**src/hdl/tcdm_reorder_pkg.sv**
```systemverilog
// tcdm reorder package: word, byte-enable and address widths shared by the subsystem
`default_nettype none

package tcdm_reorder_pkg;

  // memory word
  localparam int unsigned DATA_W = 32;

  // one enable per byte of a word
  localparam int unsigned BE_W = DATA_W / 8;

  // word address, wide enough for every bank together
  localparam int unsigned ADDR_W = 16;

  typedef logic [DATA_W-1:0] data_t;  // one channel word
  typedef logic [BE_W-1:0]   be_t;    // byte enables of one word
  typedef logic [ADDR_W-1:0] addr_t;  // word address, not byte address

endpackage : tcdm_reorder_pkg

`default_nettype wire

```
**src/hdl/tcdm_bank.sv**
```systemverilog
// tcdm bank: word-wide memory with byte-enabled writes and one-cycle reads
`default_nettype none

module tcdm_bank #(
  parameter int unsigned BANK_DEPTH = 64
) (
  input  logic                    clk_i,
  input  logic                    rst_ni,
  input  logic                    stall_i,
  input  logic                    req_i,
  input  logic                    wen_i,    // low = write
  input  tcdm_reorder_pkg::addr_t add_i,    // local word address
  input  tcdm_reorder_pkg::be_t   be_i,
  input  tcdm_reorder_pkg::data_t wdata_i,
  output logic                    gnt_o,
  output tcdm_reorder_pkg::data_t rdata_o
);

  import tcdm_reorder_pkg::*;

  localparam int unsigned IDX_W  = (BANK_DEPTH > 1) ? $clog2(BANK_DEPTH) : 1;
  localparam int unsigned BYTE_W = DATA_W / BE_W;

  data_t            mem [BANK_DEPTH];
  logic [IDX_W-1:0] idx;
  logic             access;

  assign gnt_o  = ~stall_i;  // back-pressure only from outside
  assign access = req_i & gnt_o;
  assign idx    = add_i[IDX_W-1:0];

  always_ff @(posedge clk_i) begin
    if (access) begin
      if (!wen_i) begin
        for (int b = 0; b < BE_W; b++) begin
          if (be_i[b]) begin
            mem[idx][BYTE_W*b +: BYTE_W] <= wdata_i[BYTE_W*b +: BYTE_W];
          end
        end
      end else begin
        rdata_o <= mem[idx];  // available the next cycle
      end
    end
  end

  // top-level address split must stay inside the bank
  a_addr_in_range: assert property (
    @(posedge clk_i) disable iff (!rst_ni)
    req_i |-> (add_i < BANK_DEPTH)
  );

endmodule : tcdm_bank

`default_nettype wire

```
**config.mk**
```make
export PLATFORM = sky130hd
export DESIGN_NAME = tcdm_bank
export DESIGN_NICKNAME = d
export VERILOG_FILES = /design/src/hdl/tcdm_reorder_pkg.sv /design/src/hdl/tcdm_bank.sv
export SDC_FILE = /design/constraint.sdc
export NUM_CORES = 2
export LEC_CHECK = 0
export ABC_AREA = 1
export BUFFER_PORTS_ARGS = -buffer_cell sky130_fd_sc_hd__buf_4
export CAP_MARGIN = 5
export CORE_ASPECT_RATIO = 0.9
export CORE_UTILIZATION = 25
export CTS_CLUSTER_SIZE = 24
export DETAILED_ROUTE_END_ITERATION = 6
export PLACE_DENSITY_LB_ADDON = 0.25
export SYNTH_ARGS = -nofsm -noshare
export SYNTH_HDL_FRONTEND = slang
export SYNTH_SLANG_ARGS = --single-unit
```
**constraint.sdc**
```tcl
create_clock -name clk_i -period 2.4 [get_ports clk_i]
set_clock_uncertainty 0.15 [all_clocks]
set_input_delay 0.36 -clock clk_i [delete_from_list [all_inputs] [get_ports clk_i]]
set_output_delay 0.36 -clock clk_i [all_outputs]
set_load 0.02 [all_outputs]
```
==> metrics.md <==
| Metric | Value |
|---|---|
| Fillers | 35.9k |
| FF-to-FF path depth | 7 |
| Post-Syn Area | 88100 um^2 |
| CP max stage cell | edfxtp_1 |
| Final Power | 79.2 mW |
| Wirelength per Cell | 20.3 um |
| Share of cells above drive strength 1 | 12.0% |
| Crit path DAT | 1.86 ns |
| Yosys top cell by area | edfxtp_1 |
| First DRT Iteration DRCs | 5013 |
| Largest delay contributor family on the critical path | flip-flops |
| Sequential-to-total area share from yosys stat | 70.9% |
| Num CTS Buffers | 219 |
| GRT overflow | 0 |
| Critical setup path kind | reg -> out |
| Minimum clock period | 2.37 ns |
| Final worst path period share | 98.8% |
| I/O pin count | 90 |
| Die area | 355000 um^2 |
| CP Cell Sequence | buf_6 |
| Max-cap violations | 0 |
| Reg2Reg Capture Point | rdata_o[30] |
| Warnings from Yosys | 0 |
| Setup slack, reg-to-reg | 0.18 ns |
| Area Overhead vs Synth | 22.0% |
| Pre-Repair DR Iteration Count | 7 |
| Root Driver | clkbuf_16 |
| Final GP Congestion | 0.830 |
| GRT Util Overall | 16.0% |
| Clock Latency Late Sink | 0.90 ns |
| FF+latch count, synth | 2080 |
| Clk slew on worst S/H paths | 0.06 ns |
| Most used DFF post-synth | edfxtp_1 |
| Slowest cell delay on critical path | 0.76 ns |
| First-pass GRT wire length | 417000 um |
| Crit path launch | rdata_o[27] |
| Syn_nets | 8785 |
| Fin. Hold Viols | 0 |
| Port bufs | 78 |
| Mapped Cells | 8728 |
| Num rows | 206 |
| Relative slew slack | 42.2% |
| P_leak | 44.3 nW |
| Final setup violation count | 0 |
| DRC viols | 2 |
| WHS | 0.0803 ns |
| Clk sinks | 2080 |
| CP bufs+invs | 1 |
| Die Width | 628 um |
| Via density | 4.31 |
| Setup TNS | 0 ns |
| CTS Buffer Depth | 4 |
| CTS tree | built |
| Type of origin of the critical path | flip-flop |
| Pin count of the biggest net entering global routing | 88 |
| Synth Area per Inst | 10.1 um^2 |
| Unrepaired setup endpoints after global routing | yes |
| Worst hold start | req_i |
| Crit path required time | 1.89 ns |
| H-tree depth | 4 |
| Die Ht | 565 um |
| Crit end category | primary output |
| Worst hold path type | in -> reg |
| Starting Density | 25.1% |
| Share of flip-flops with an asynchronous set or reset | 0% |
| Yosys top cell area share | 70.9% |
| Core area | 350000 um^2 |
| Max IR drop VDD | 0.000582 V |
| DP Wirelength | 188000 um |
| Post-synth EDFFs | 2080 |
| Final nets | 9389 |
| Drt total wl | 288000 um |
| Status | finished, violations left |
| Pwr per Cell Area | 737 nW/um^2 |
| Vias in the first global route | 59.5k |
| Metal2 WL | 130000 um |
| Failing checks | DRC |
| Wl on met1 | 132000 um |
| Antenna violations before repair | 29 |
| CP endpoint | rdata_o[27] |
| Top cells by count, synth | nand2_1, edfxtp_1, nor2_1, buf_2, clkbuf_1 |
| Max Used Layer | met5 |
| Met3 wire length | 17700 um |
| Synth unique cells | 19 |
| Vias | 61.1k |
| DRT antenna net count | 0 |
| R2r startpoint | mem[39][30] |
| Fmax | 422 MHz |
| Measured slew at the worst slew-check pin | 0.867 ns |
| Fin. max-slew vios | 0 |
| Synth top area cells | edfxtp_1, nand2_1, nor2_1 |
| Most frequent cell after synthesis | nand2_1 |
| CP Max Fanout | 1 |
| Crit path depth | 1 |
placed cells by master, fill, tap and decap left out, drive strengths merged:
master,instances
buf,802
bufinv,24
clkbuf,263
clkinv,95
clkinvlp,9
diode,10
dlygate4sd3,33
edfxtp,2080
inv,30
nand2,5797
nand3,7
nor2,341
nor3,8
o211ai,5
o21ai,7
or2,6
worst min-delay path by stage:
stage,to,depth (start not counted)
CTS,rdata_o[2],4
global route,rdata_o[2],4
floorplan,mem[0][0],0
detailed placement,mem[12][0],1
finish,rdata_o[2],4
global placement,mem[12][0],1
state kept, by name, indices dropped and copies added (netlist names):
register  flops
rdata_o      32
mem        2048
timing repair:
action	4_1_cts	5_1_grt
buffers inserted	0	0
hold buffers	33	0
endpoints found under the setup margin	5	1
hold endpoints to repair	1881	0
pin swaps	0	0
resized for setup	5	0
per-stage QoR:
stage	util [%]	setup WS (ns)	cell area, um^2	instances
2_1_floorplan	-	0.231	88100	8728
3_3_place_gp	28.6	-0.553	100000	13800
3_5_place_dp	28.6	-0.569	100000	13800
4_1_cts	30.7	-0.0560	107000	14200
5_1_grt	30.7	-0.0176	107000	14200
6_report	30.7	0.0285	107000	14200
routing by layer:
| metal | GRT usage [%] | vias to the layer above |
|---|---|---|
| met5 | 0 | - |
| met4 | 4.46 | 10 |
| met3 | 2.65 | 401 |
| met2 | 25.2 | 1549 |
| met1 | 22.6 | 29800 |
| li1 | - | 29400 |
cells by family (layout without fill, tap and decap cells):
group	Yosys count	after routing	share of synthesized area, %
compound gates	12	12	0.0824
other cells	0	10	0
flops	2080	2080	70.9
buf+inv	477	1256	2.67
simple gates	6159	6159	26.3
power breakdown:
group / switching [mW] / internal [mW]
combinational: 3.75 / 1.60
clock: 14.4 / 19.3
sequential: 0.0322 / 40.0
area by class of cell:
class / instances / area (um^2) / area share, %
Tap cell: 4680 / 5860 / 5.45
Antenna cell: 10 / 25.0 / 0.0233
Inverter: 25 / 134 / 0.125
Sequential cell: 2080 / 62500 / 58.1
Multi-Input combinational cell: 6171 / 23300 / 21.7
Clock buffer: 263 / 5670 / 5.27
Clock inverter: 133 / 1290 / 1.21
Timing Repair Buffer: 835 / 8680 / 8.08
(Power assumes the default switching activity.)
