### src/hdl/tcdm_reorder_pkg.sv
// tcdm reorder package: word, byte-enable and address widths shared by the subsystem
`default_nettype none

package tcdm_reorder_pkg;

  // memory word
  localparam int unsigned DATA_W = 32;

  // one enable per byte of a word
  localparam int unsigned BE_W = DATA_W / 8;

  // word address, wide enough for every bank together
  localparam int unsigned ADDR_W = 16;

  typedef logic [DATA_W-1:0] data_t;  // one channel word
  typedef logic [BE_W-1:0]   be_t;    // byte enables of one word
  typedef logic [ADDR_W-1:0] addr_t;  // word address, not byte address

endpackage : tcdm_reorder_pkg

`default_nettype wire

### src/hdl/tcdm_reorder.sv
// tcdm reorder: rotates lockstep channels onto interleaved banks and routes responses back
`default_nettype none

module tcdm_reorder #(
  parameter int unsigned NB_IN_CHAN           = 2,
  parameter int unsigned NB_OUT_CHAN          = 4,
  parameter int unsigned FILTER_WRITE_R_VALID = 1
) (
  input  logic                                      clk_i,
  input  logic                                      rst_ni,
  input  logic                                      clear_i,
  input  logic [$clog2(NB_OUT_CHAN)-1:0]            order_i,
  // lockstep channels
  input  logic [NB_IN_CHAN-1:0]                     in_req_i,
  input  tcdm_reorder_pkg::addr_t [NB_IN_CHAN-1:0]  in_add_i,
  input  logic [NB_IN_CHAN-1:0]                     in_wen_i,
  input  tcdm_reorder_pkg::be_t [NB_IN_CHAN-1:0]    in_be_i,
  input  tcdm_reorder_pkg::data_t [NB_IN_CHAN-1:0]  in_wdata_i,
  output logic [NB_IN_CHAN-1:0]                     in_gnt_o,
  output tcdm_reorder_pkg::data_t [NB_IN_CHAN-1:0]  in_rdata_o,
  output logic [NB_IN_CHAN-1:0]                     in_rvalid_o,
  // banks
  output logic [NB_OUT_CHAN-1:0]                    out_req_o,
  output tcdm_reorder_pkg::addr_t [NB_OUT_CHAN-1:0] out_add_o,
  output logic [NB_OUT_CHAN-1:0]                    out_wen_o,
  output tcdm_reorder_pkg::be_t [NB_OUT_CHAN-1:0]   out_be_o,
  output tcdm_reorder_pkg::data_t [NB_OUT_CHAN-1:0] out_wdata_o,
  input  logic [NB_OUT_CHAN-1:0]                    out_gnt_i,
  input  tcdm_reorder_pkg::data_t [NB_OUT_CHAN-1:0] out_rdata_i
);

  localparam int unsigned SEL_W = $clog2(NB_OUT_CHAN);

  logic [NB_IN_CHAN-1:0][SEL_W-1:0]       sel_d;   // target bank per channel
  logic [NB_IN_CHAN-1:0][SEL_W-1:0]       sel_q;
  logic [NB_OUT_CHAN-1:0][NB_IN_CHAN-1:0] mat_req;
  logic                                   gnt;
  logic                                   rsp_req;
  logic                                   rvalid_q;

  for (genvar i = 0; i < NB_IN_CHAN; i++) begin : gen_sel
    assign sel_d[i] = order_i + SEL_W'(i);  // wraps modulo bank count
  end

  for (genvar o = 0; o < NB_OUT_CHAN; o++) begin : gen_out
    for (genvar i = 0; i < NB_IN_CHAN; i++) begin : gen_match
      assign mat_req[o][i] = in_req_i[0] & (sel_d[i] == SEL_W'(o));
    end

    // at most one channel hits a bank, so a plain OR merge is enough
    always_comb begin
      out_req_o[o]   = 1'b0;
      out_add_o[o]   = '0;
      out_wen_o[o]   = in_wen_i[0];
      out_be_o[o]    = '0;
      out_wdata_o[o] = '0;
      for (int i = 0; i < NB_IN_CHAN; i++) begin
        out_req_o[o]   |= mat_req[o][i];
        out_add_o[o]   |= mat_req[o][i] ? in_add_i[i] : '0;
        out_be_o[o]    |= mat_req[o][i] ? in_be_i[i] : '0;
        out_wdata_o[o] |= mat_req[o][i] ? in_wdata_i[i] : '0;
      end
    end

    a_one_chan_per_bank: assert property (
      @(posedge clk_i) disable iff (!rst_ni)
      $onehot0(mat_req[o])
    );
  end

  // shared grant, every requested bank has to accept
  assign gnt = &(~out_req_o | out_gnt_i);

  always_comb begin
    in_gnt_o    = '0;
    in_gnt_o[0] = gnt;
  end

  assign rsp_req = (FILTER_WRITE_R_VALID != 0) ? in_wen_i[0] : 1'b1;

  always_ff @(posedge clk_i or negedge rst_ni) begin
    if (!rst_ni) begin
      rvalid_q <= 1'b0;
    end else if (clear_i) begin
      rvalid_q <= 1'b0;
    end else begin
      rvalid_q <= in_req_i[0] & gnt & rsp_req;
    end
  end

  // bank select of the granted beat, used for the response one cycle later
  always_ff @(posedge clk_i) begin
    if (in_req_i[0] & gnt) begin
      sel_q <= sel_d;
    end
  end

  for (genvar i = 0; i < NB_IN_CHAN; i++) begin : gen_rsp
    assign in_rdata_o[i]  = out_rdata_i[sel_q[i]];
    assign in_rvalid_o[i] = rvalid_q;  // fixed latency of one
  end

  // the streamer must drive all channels in lockstep
  a_lockstep: assert property (
    @(posedge clk_i) disable iff (!rst_ni)
    in_req_i[0] |-> (in_req_i == {NB_IN_CHAN{1'b1}}) &&
                    (in_wen_i == {NB_IN_CHAN{in_wen_i[0]}})
  );

endmodule : tcdm_reorder

`default_nettype wire

### config.mk
export PLATFORM = sky130hd
export DESIGN_NAME = tcdm_reorder
export DESIGN_NICKNAME = d
export VERILOG_FILES = /design/src/hdl/tcdm_reorder_pkg.sv /design/src/hdl/tcdm_reorder.sv
export SDC_FILE = /design/constraint.sdc
export NUM_CORES = 1
export LEC_CHECK = 0
export BUFFER_PORTS_ARGS = -buffer_cell sky130_fd_sc_hd__buf_2
export CORE_AREA = 2 2 205 207
export DETAILED_ROUTE_END_ITERATION = 7
export DIE_AREA = 0 0 207 209
export GPL_TIMING_DRIVEN = 0
export PLACE_DENSITY_LB_ADDON = 0.15
export SKIP_LAST_GASP = 1
export SLEW_MARGIN = 30
export SYNTH_ARGS = -nofsm -noshare
export SYNTH_HDL_FRONTEND = slang
export SYNTH_SLANG_ARGS = --single-unit
### constraint.sdc
create_clock -name clk_i -period 2.05 [get_ports clk_i]
set_clock_uncertainty 0.2 [all_clocks]
set_input_delay 0.41 -clock clk_i [delete_from_list [all_inputs] [get_ports clk_i]]
set_output_delay 0.41 -clock clk_i [all_outputs]
set_load 0.01 [all_outputs]
==> results.md <==
- Initial cell density of the core: 0.09912
- DRT iter0 DRCs: 360
- Netlist cell types: 20
- Worst Setup SP: order_i[0]
- Die Y: 209 um
- Num CTS Buffers: 3
- Main combinational cell family by area after synthesis: compound AO/OA/AOI/OAI gates
- CTS tree: done
- Layout cells sized above 1: 0.7674
- Root Driver: clkbuf_16
- Synth Area in Adders: 0.01223
- Mapped Area: 0.004093 mm^2
- Hold path startpoint: order_i[1]
- Detailed Place HPWL: 29.55 mm
- WP buf/inv: 4
- Gr ovfl total: 0
- DR DRC count: 0
- Area growth, synth to finish: 139.1%
- Top delay family on crit path: buffers and inverters
- Leading register cell type out of synthesis: edfxtp_1
- Post-synthesis mux area share: 0.3522
- Final core utilization: 0.2370
- Final ANT Viol Nets: 0
- Part of the Yosys area used for sequential elements: 0.03546
- Avg Cell Area, Syn: between 10 and 15 um^2
- Cells after DPL: 1,439
- Hold Path Stages: 1
- Clk sinks: 5
- Final WS setup: -0.2407 ns
- Top post-synthesis cells by count: a22o_1 (208), mux4_2 (64), buf_2 (21)
- Worst setup SP type: input pin
- RSZ-0062 raised after global routing: yes
- Tot GR Track Use: 0.1547
- Final Instance Area: between 0.009 and 0.01 mm^2
- Worst path max stage delay: 0.23 ns
- Crit-path cells: buf_12, ha_4, and2_4, buf_16, clkbuf_16, a22o_1, buf_2
- Post-synth EDFFs: 4
- Outcome: finished with violations
- Hold Crit Class: input pin to flop
- Die Area: between 0.04 and 0.05 mm^2
- H-Tree Depth: 1
- Crit. End Element: output port
- Gpl congestion: around 0.89
- Top-count cell post-synth: a22o_1
- Drt via density: 4.437
- Final TNS setup: -42.04 ns
- Crit Path Max Fanout: 8
- Nets: 1,200
- Reg clk slew, reported paths: 0.03 ns
- Clock Tree Buf Depth: 2
- Crit path kind: input pin to output port
- Lkg Pwr: a little under 5 nW
- First-pass GRT wire length: 49.88 mm
- Yosys top cell area share: 0.4451
- Compound-Gate Fraction of Synth Area: 0.4531
- Ports: 529
- Width of the die: between 200 and 250 um
- DR vias: 6,629
- CP Data Arrival Time: 1.68 ns
- Final Power: 3.064 mW
- Tmin final: 2.291 ns
- Maximum vdd drop: 142.2 uV
- Max Freq: 0.4366 GHz
- Mapped Cells: 375
- Async S/R FF share, synth: 0.2000
- Synth Area in Simple Gates: 0.02048
- Final period util: 1.117
- Mapped Nets: ~620
- MaxCap Viol Count: 0
- Non-filler cells, final: between 1,000 and 1,500
- Slowest-stage cell, CP: and2_4
- Pin count of the biggest net entering global routing: 11
- Yosys warnings: 0
- Core area: 0.04129 mm^2
- Synth Area in XOR/XNOR: 0
- Initial antenna violation count: 9
- Violated checks: setup timing
- Final Setup Violations: 272
- PortBufs: 525
- Vias in the first global route: 6,880
- Worst EP required: 1.44 ns
- Pwr Density: 313.1 mW/mm^2
- DR pass1 iterations: 4
- Final wirelength: 37.67 mm
- Final Hold Fails: 0
- Pins over their slew limit: 0
- Post-DP Area: ~0.0074 mm^2
- Num rows: 75
- Synth area leaders: a22o_1 (45%), mux4_2 (35%), buf_6 (5.2%)
- WHS Endpoint: sel_q[1]
- Area leader, netlist: a22o_1
- Wire length per cell: 25.21 um
- Synthesis-stage register bit count: 5
## per-stage QoR
step / worst slack (ns) / hold WS [ns]
final: -0.2407 / 0.1950
after global routing: -0.2621 / 0.1959
after CTS: -0.2363 / 0.1903
after detailed placement: -0.8102 / -0.006287
after global placement: -0.8127 / -0.007528
after floorplan: 0.0006970 / -0.08559
## final cells by class
class,count,area (um^2)
tap,539,674.4
inverter,2,27.53
timing repair buffer,579,4317
fill,4592,31510
multi-input combinational,297,3598
sequential,5,145.1
buffer,63,930.9
clock buffer,4,78.83
antenna,5,12.51
## how the worst max path moves through the flow
stage	endpoint	slack, ns	cells past startpoint
after floorplan	in_gnt_o[0]	0.0007	6
after global placement	out_be_o[14]	-0.81	8
after detailed placement	out_be_o[14]	-0.81	8
after CTS	out_wdata_o[25]	-0.24	8
after global routing	out_wdata_o[25]	-0.26	7
final	out_wdata_o[25]	-0.24	7
## cell usage in the layout (no fill, tap or decap), drive strengths merged
cell type and n:
diode 5, buf 613, a22o 208, mux4 64
dlygate4sd3 1, nand2 9, clkbuf 32, clkinv 1
nand2b 1, and4b 1, and2 5, a2111oi 1
dfrtp 1, inv 1, a21boi 3, conb 1
ha 4, edfxtp 4
## routing by layer
metal,vias to the layer above,global-route usage,share of wire
li1,2851,-,-
met1,3327,0.1519,0.33
met2,402,0.3124,0.56
met3,47,0.03532,0.070
met4,2,0.05369,0.038
met5,-,0,0.00042
## timing repair
action                     4_1_cts  5_1_grt
gates cloned                     6       23
pin swaps                       34       80
hold endpoints to repair         1        0
setup buffers                   12       13
setup endpoints to repair      273      271
hold buffers                     1        0
gates resized for setup        189      159
## registers in the layout, summed over array words and instances, names as in the netlist
register,count
sel_q,4
rvalid_q,1
## where the power goes
part	switching, mW	internal (mW)
Clock	0.0757	0.259
Sequential	0.00846	0.121
Combinational	1.18	1.42
Total	1.26	1.80
## logic make-up (layout without fill, tap and decap cells)
family          Yosys count  count (layout)
compound gates          212             212
buf+inv                  73             648
mux                      64              64
simple gates             16              16
flops                     5               5
fa+ha+maj                 4               4
other cells               1               6
(Power assumes the default switching activity.)
