[src/hdl/tcdm_reorder_pkg.sv]
// tcdm reorder package: word, byte-enable and address widths shared by the subsystem
`default_nettype none

package tcdm_reorder_pkg;

  // memory word
  localparam int unsigned DATA_W = 32;

  // one enable per byte of a word
  localparam int unsigned BE_W = DATA_W / 8;

  // word address, wide enough for every bank together
  localparam int unsigned ADDR_W = 16;

  typedef logic [DATA_W-1:0] data_t;  // one channel word
  typedef logic [BE_W-1:0]   be_t;    // byte enables of one word
  typedef logic [ADDR_W-1:0] addr_t;  // word address, not byte address

endpackage : tcdm_reorder_pkg

`default_nettype wire

[src/hdl/lockstep_streamer.sv]
// lockstep streamer: issues multi-word beats for one job and collects read responses
`default_nettype none

module lockstep_streamer #(
  parameter int unsigned NB_IN_CHAN  = 2,
  parameter int unsigned NB_OUT_CHAN = 4
) (
  input  logic                                     clk_i,
  input  logic                                     rst_ni,
  input  logic                                     clear_i,
  // job
  input  logic                                     start_i,
  input  logic                                     wen_i,     // low = write
  input  tcdm_reorder_pkg::addr_t                  base_i,
  input  logic [15:0]                              len_i,     // beats
  input  tcdm_reorder_pkg::be_t                    be_i,
  input  tcdm_reorder_pkg::data_t [NB_IN_CHAN-1:0] wdata_i,
  output logic                                     busy_o,
  output logic                                     beat_o,
  output logic                                     rvalid_o,
  output tcdm_reorder_pkg::data_t [NB_IN_CHAN-1:0] rdata_o,
  output logic                                     done_o,
  // channels towards the reorder block
  output logic [NB_IN_CHAN-1:0]                    ch_req_o,
  output logic [NB_IN_CHAN-1:0]                    ch_wen_o,
  output tcdm_reorder_pkg::addr_t [NB_IN_CHAN-1:0] ch_add_o,
  output tcdm_reorder_pkg::be_t [NB_IN_CHAN-1:0]   ch_be_o,
  output tcdm_reorder_pkg::data_t [NB_IN_CHAN-1:0] ch_wdata_o,
  output logic [$clog2(NB_OUT_CHAN)-1:0]           order_o,
  input  logic [NB_IN_CHAN-1:0]                    ch_gnt_i,  // only [0] is driven
  input  tcdm_reorder_pkg::data_t [NB_IN_CHAN-1:0] ch_rdata_i,
  input  logic [NB_IN_CHAN-1:0]                    ch_rvalid_i
);

  import tcdm_reorder_pkg::*;

  localparam int unsigned SEL_W = $clog2(NB_OUT_CHAN);

  logic        busy_q;
  logic [15:0] beats_left_q;
  logic        rsp_pend_q;    // fixed latency, so at most one beat in flight
  addr_t       addr_q;
  logic        wen_q;
  be_t         be_q;

  logic start_ok;
  logic req;
  logic grant;
  logic last_rsp;

  // zero-length jobs would never finish, so they are not accepted
  assign start_ok = start_i & ~busy_q & (len_i != '0);
  assign req      = busy_q & (beats_left_q != '0);
  assign grant    = req & ch_gnt_i[0];
  // last beat granted in the previous cycle
  assign last_rsp = busy_q & rsp_pend_q & (beats_left_q == '0);

  always_ff @(posedge clk_i or negedge rst_ni) begin
    if (!rst_ni) begin
      busy_q       <= 1'b0;
      beats_left_q <= '0;
      rsp_pend_q   <= 1'b0;
    end else if (clear_i) begin
      busy_q       <= 1'b0;
      beats_left_q <= '0;
      rsp_pend_q   <= 1'b0;
    end else begin
      rsp_pend_q <= grant;
      if (start_ok) begin
        busy_q       <= 1'b1;
        beats_left_q <= len_i;
      end else begin
        if (last_rsp) begin
          busy_q <= 1'b0;
        end
        if (grant) begin
          beats_left_q <= beats_left_q - 16'd1;
        end
      end
    end
  end

  // job payload, only meaningful while busy
  always_ff @(posedge clk_i) begin
    if (start_ok) begin
      addr_q <= base_i;
      wen_q  <= wen_i;
      be_q   <= be_i;
    end else if (grant) begin
      addr_q <= addr_q + ADDR_W'(NB_IN_CHAN);  // next beat follows on
    end
  end

  // every channel moves in lockstep with channel 0
  assign ch_req_o   = {NB_IN_CHAN{req}};
  assign ch_wen_o   = {NB_IN_CHAN{wen_q}};
  assign ch_wdata_o = wdata_i;  // held by the source until beat_o

  for (genvar i = 0; i < NB_IN_CHAN; i++) begin : gen_chan
    assign ch_add_o[i] = addr_q + ADDR_W'(i);
    assign ch_be_o[i]  = be_q;
  end

  assign order_o = addr_q[SEL_W-1:0];  // bank of channel 0

  assign busy_o   = busy_q;
  assign beat_o   = grant;
  assign rvalid_o = ch_rvalid_i[0];
  assign rdata_o  = ch_rdata_i;
  assign done_o   = last_rsp;

  // a response must belong to a beat granted one cycle earlier
  a_rsp_expected: assert property (
    @(posedge clk_i) disable iff (!rst_ni)
    ch_rvalid_i[0] |-> rsp_pend_q
  );

endmodule : lockstep_streamer

`default_nettype wire

[config.mk]
export PLATFORM = sky130hd
export DESIGN_NAME = lockstep_streamer
export DESIGN_NICKNAME = d
export VERILOG_FILES = /design/src/hdl/tcdm_reorder_pkg.sv /design/src/hdl/lockstep_streamer.sv
export SDC_FILE = /design/constraint.sdc
export NUM_CORES = 1
export LEC_CHECK = 0
export ABC_AREA = 1
export BUFFER_PORTS_ARGS = -buffer_cell sky130_fd_sc_hd__buf_2
export CAP_MARGIN = 20
export CORE_AREA = 8 8 131 133
export CTS_BUF_LIST = sky130_fd_sc_hd__clkbuf_2 sky130_fd_sc_hd__clkbuf_4 sky130_fd_sc_hd__clkbuf_8
export CTS_CLUSTER_SIZE = 24
export DETAILED_ROUTE_END_ITERATION = 8
export DIE_AREA = 0 0 139 141
export GPL_TIMING_DRIVEN = 0
export PLACE_DENSITY_LB_ADDON = 0.15
export SLEW_MARGIN = 20
export SYNTH_ARGS = -nofsm -noshare
export SYNTH_HDL_FRONTEND = slang
export SYNTH_SLANG_ARGS = --single-unit
[constraint.sdc]
create_clock -name clk_i -period 3.2 [get_ports clk_i]
set_clock_uncertainty 0.05 [all_clocks]
set_input_delay 0 -clock clk_i [delete_from_list [all_inputs] [get_ports clk_i]]
set_output_delay 0 -clock clk_i [all_outputs]
set_load 0.02 [all_outputs]
==> flow_summary.ini <==
[placed_design]
io_buffer_count = 219
gp_congestion = 0.8611
hpwl_um = 11170
postPlaceCellArea_um2 = 5005
dpl.cell_count = 904

[timing]
relSlewSlack = 0.4993
fmax_mhz = 449.9
tightestPinTransition_ns = 0.7510
fin_tns_setup_ns = 0
drv_slew = 0
timing_hold_violations_final = 0
fin_crit_sh = 0.6946
period_needed_ns = 2.223
rsz0062_at_grt = no
setup_viol = 0

[clocking]
clock_path_buffers = 2
root_buffer = clkbuf_8
tritoncts = built
htree_levels = 2
clk_pin_slew_ns = 0.09
clk_latency_ns = 0.30
cts_hold_buf = 38
cts_sinks = 39
cts_buffers = 5
cts_resized = 0
postCtsSetupBuffers = 0

[hold_path]
holdPathEnd = beats_left_q[4]$_DFFE_PN0P_
min_path_cells = 3
min-delay-start = len_i[4]
min_path_type = in2reg

[detailed_routing]
drt_wl_total_um = 13080
first_pass_iters = 4
viasPerCell = 4.006
avgRoutedWirePerCell_um = 13.77
vias = 3806
ant_nets = 0
drc_errors = 0
drt_iter0_drc = 87

[cells_and_area]
multi_input_area_um2 = 1416
drive_gt1_frac = 0.5039
final_util = 0.3655
antennaDiodeCount = 0
area_delta_synth_final_pct = 49.01
instances_no_fill = 950
ff_latch_area_um2 = 1081
stdcell_area_um2 = 5474
fin_nets = 937
fillers = 1613

[floorplanning]
fp.dieW_um = 139
start_util = 0.2453
coreArea_um2 = 14980
num_rows = 45
dieArea_um2 = 19600
die_h_um = 141
ios = 351

[power_and_ir_drop]
irDropWorstVdd_uv = 208.7
powerDensity_nw_per_um2 = 384.6
leakagePower_nw = 3.005

[synth]
synthFlopType = edfxtp_1
syn_area_per_cell_um2 = 7.391
yosysTopAreaCell = buf_4
ys_warn_count = 0
netlist_instances = 497
netlist_top_cells_area = buf_4, edfxtp_1, nand2_1
synth.most_common_cell = nand2_1
synthArstFlopShare = 0.4615
ys_types = 27
synth-seq-area-share = 0.2943
synth_top_area_share = 0.2881
synth_fp_nets = 673
synth_edf_count = 21
synth_top_cells_by_count = nand2_1, buf_4, nor2_1
syn_area_um2 = 3674
ys_ff_latch = 39

[global_route]
grt_max_degree = 19
grt_pass1_vias = 4138
grtUsageTotal = 0.1247
antenna_found_initial = 0
grt.overflow.total = 0
grt_first_pass_wirelength_um = 20660

[worst_setup_path]
path_class = reg2out
cp.required_ns = 3.15
regToRegSetupSlack_ns = 1.06
r2r_cells = 5
path_max_fanout = 6
worstPathArrival_ns = 2.17
r2r_end = addr_q[8]$_DFFE_PP_
r2r-start = busy_o$_DFFE_PN0P_
end_kind = output pin
crit_path_start_kind = flip-flop

[outcome]
status = finished, final reports clean

[flow_run]
drv_cap = 0
-- metal layers --
| layer | global-route usage | up-vias | share of wire |
|---|---|---|---|
| li1 | - | 1938 | - |
| met5 | 0 | - | 0 |
| met3 | 0.04456 | 10 | 0.087 |
| met1 | 0.1402 | 1670 | 0.40 |
| met4 | 0.01964 | 0 | 0.0054 |
| met2 | 0.2257 | 188 | 0.50 |
-- report_power, final --
part | internal (mW) | leakage [nW] | switching, mW
sequential | 0.606 | 0.446 | 0.0842
combinational | 0.449 | 2.52 | 0.621
clock | 0.152 | 0.0402 | 0.194
total | 1.21 | 3.00 | 0.899
-- layout by cell type (no fill, tap or decap) --
cell type	Yosys	final
edfxtp_1	21	21
buf_4	141	141
xor2_1	18	18
inv_1	19	19
dlygate4sd3_1	0	38
nand3b_1	7	7
clkinv_2	0	1
nand2_1	149	149
nor2_1	44	44
inv_2	2	2
o21ai_1	2	2
o21ai_0	24	24
nand2_4	1	1
buf_2	1	220
buf_6	2	2
xnor2_1	12	12
and2_1	1	1
nand2_2	4	4
clkinvlp_4	0	2
nor2_4	1	1
nor2_8	1	1
nand3_4	1	1
nor2_2	3	3
nand4_1	3	3
dfrtp_1	18	18
nor3_1	3	3
clkbuf_8	0	5
nand3_1	12	12
a21oi_1	1	1
ha_1	3	3
clkbuf_1	3	3
-- area by class of cell --
type,instances,area share
well taps,188,0.04297
clock buffers,5,0.01257
inverters,21,0.01440
repair buffers,257,0.2697
clock inverters,3,0.003657
plain buffers,147,0.2005
multi-input cells,290,0.2587
flip-flops and latches,39,0.1975
-- registers in the layout, indices dropped and copies added (netlist names) --
signal / cells
wen_q: 1
busy_o: 1
rsp_pend_q: 1
be_q: 4
addr_q: 16
beats_left_q: 16
-- cells by family after synthesis --
group / Yosys count / synth area share
AO/OA/AOI/OAI: 27 / 0.03678
AND/OR/NAND/NOR: 230 / 0.2670
XOR/XNOR: 30 / 0.07153
buffers and inverters: 168 / 0.3202
adder cells (fa/ha/maj): 3 / 0.01022
flip-flops: 39 / 0.2943
-- worst max-delay path, cell delays in order, from the launching register on --
cell and delay [ns]:
edfxtp_1 0.49, ha_1 0.25, nand3_1 0.14, nor2_2 0.22, nand2_1 0.11, nor2_1 0.13
xor2_1 0.21, nand2_1 0.07, o21ai_1 0.08, buf_2 0.18
-- stage by stage --
| stage | hold WS, ns | worst slack (ns) | power, mW |
|---|---|---|---|
| 6_report | 0.009929 | 0.9772 | 2.105 |
| 5_1_grt | 0.02526 | 0.7570 | 2.264 |
| 4_1_cts | 0.005467 | 0.9328 | 2.131 |
| 3_5_place_dp | -0.07192 | 1.041 | 1.741 |
| 3_3_place_gp | -0.07249 | 1.071 | 1.734 |
| 2_1_floorplan | -0.3456 | 1.353 | 1.433 |
-- worst max path at each step --
stage                                startpoint                           to
floorplan                   addr_q[2]$_DFFE_PP_                 ch_add_o[27]
global placement             busy_o$_DFFE_PN0P_          addr_q[8]$_DFFE_PP_
detailed placement  beats_left_q[0]$_DFFE_PN0P_  beats_left_q[7]$_DFFE_PN0P_
CTS                         addr_q[1]$_DFFE_PP_                 ch_add_o[29]
global route                addr_q[1]$_DFFE_PP_                 ch_add_o[29]
finish                      addr_q[1]$_DFFE_PP_                 ch_add_o[29]
(Power assumes the default switching activity.)
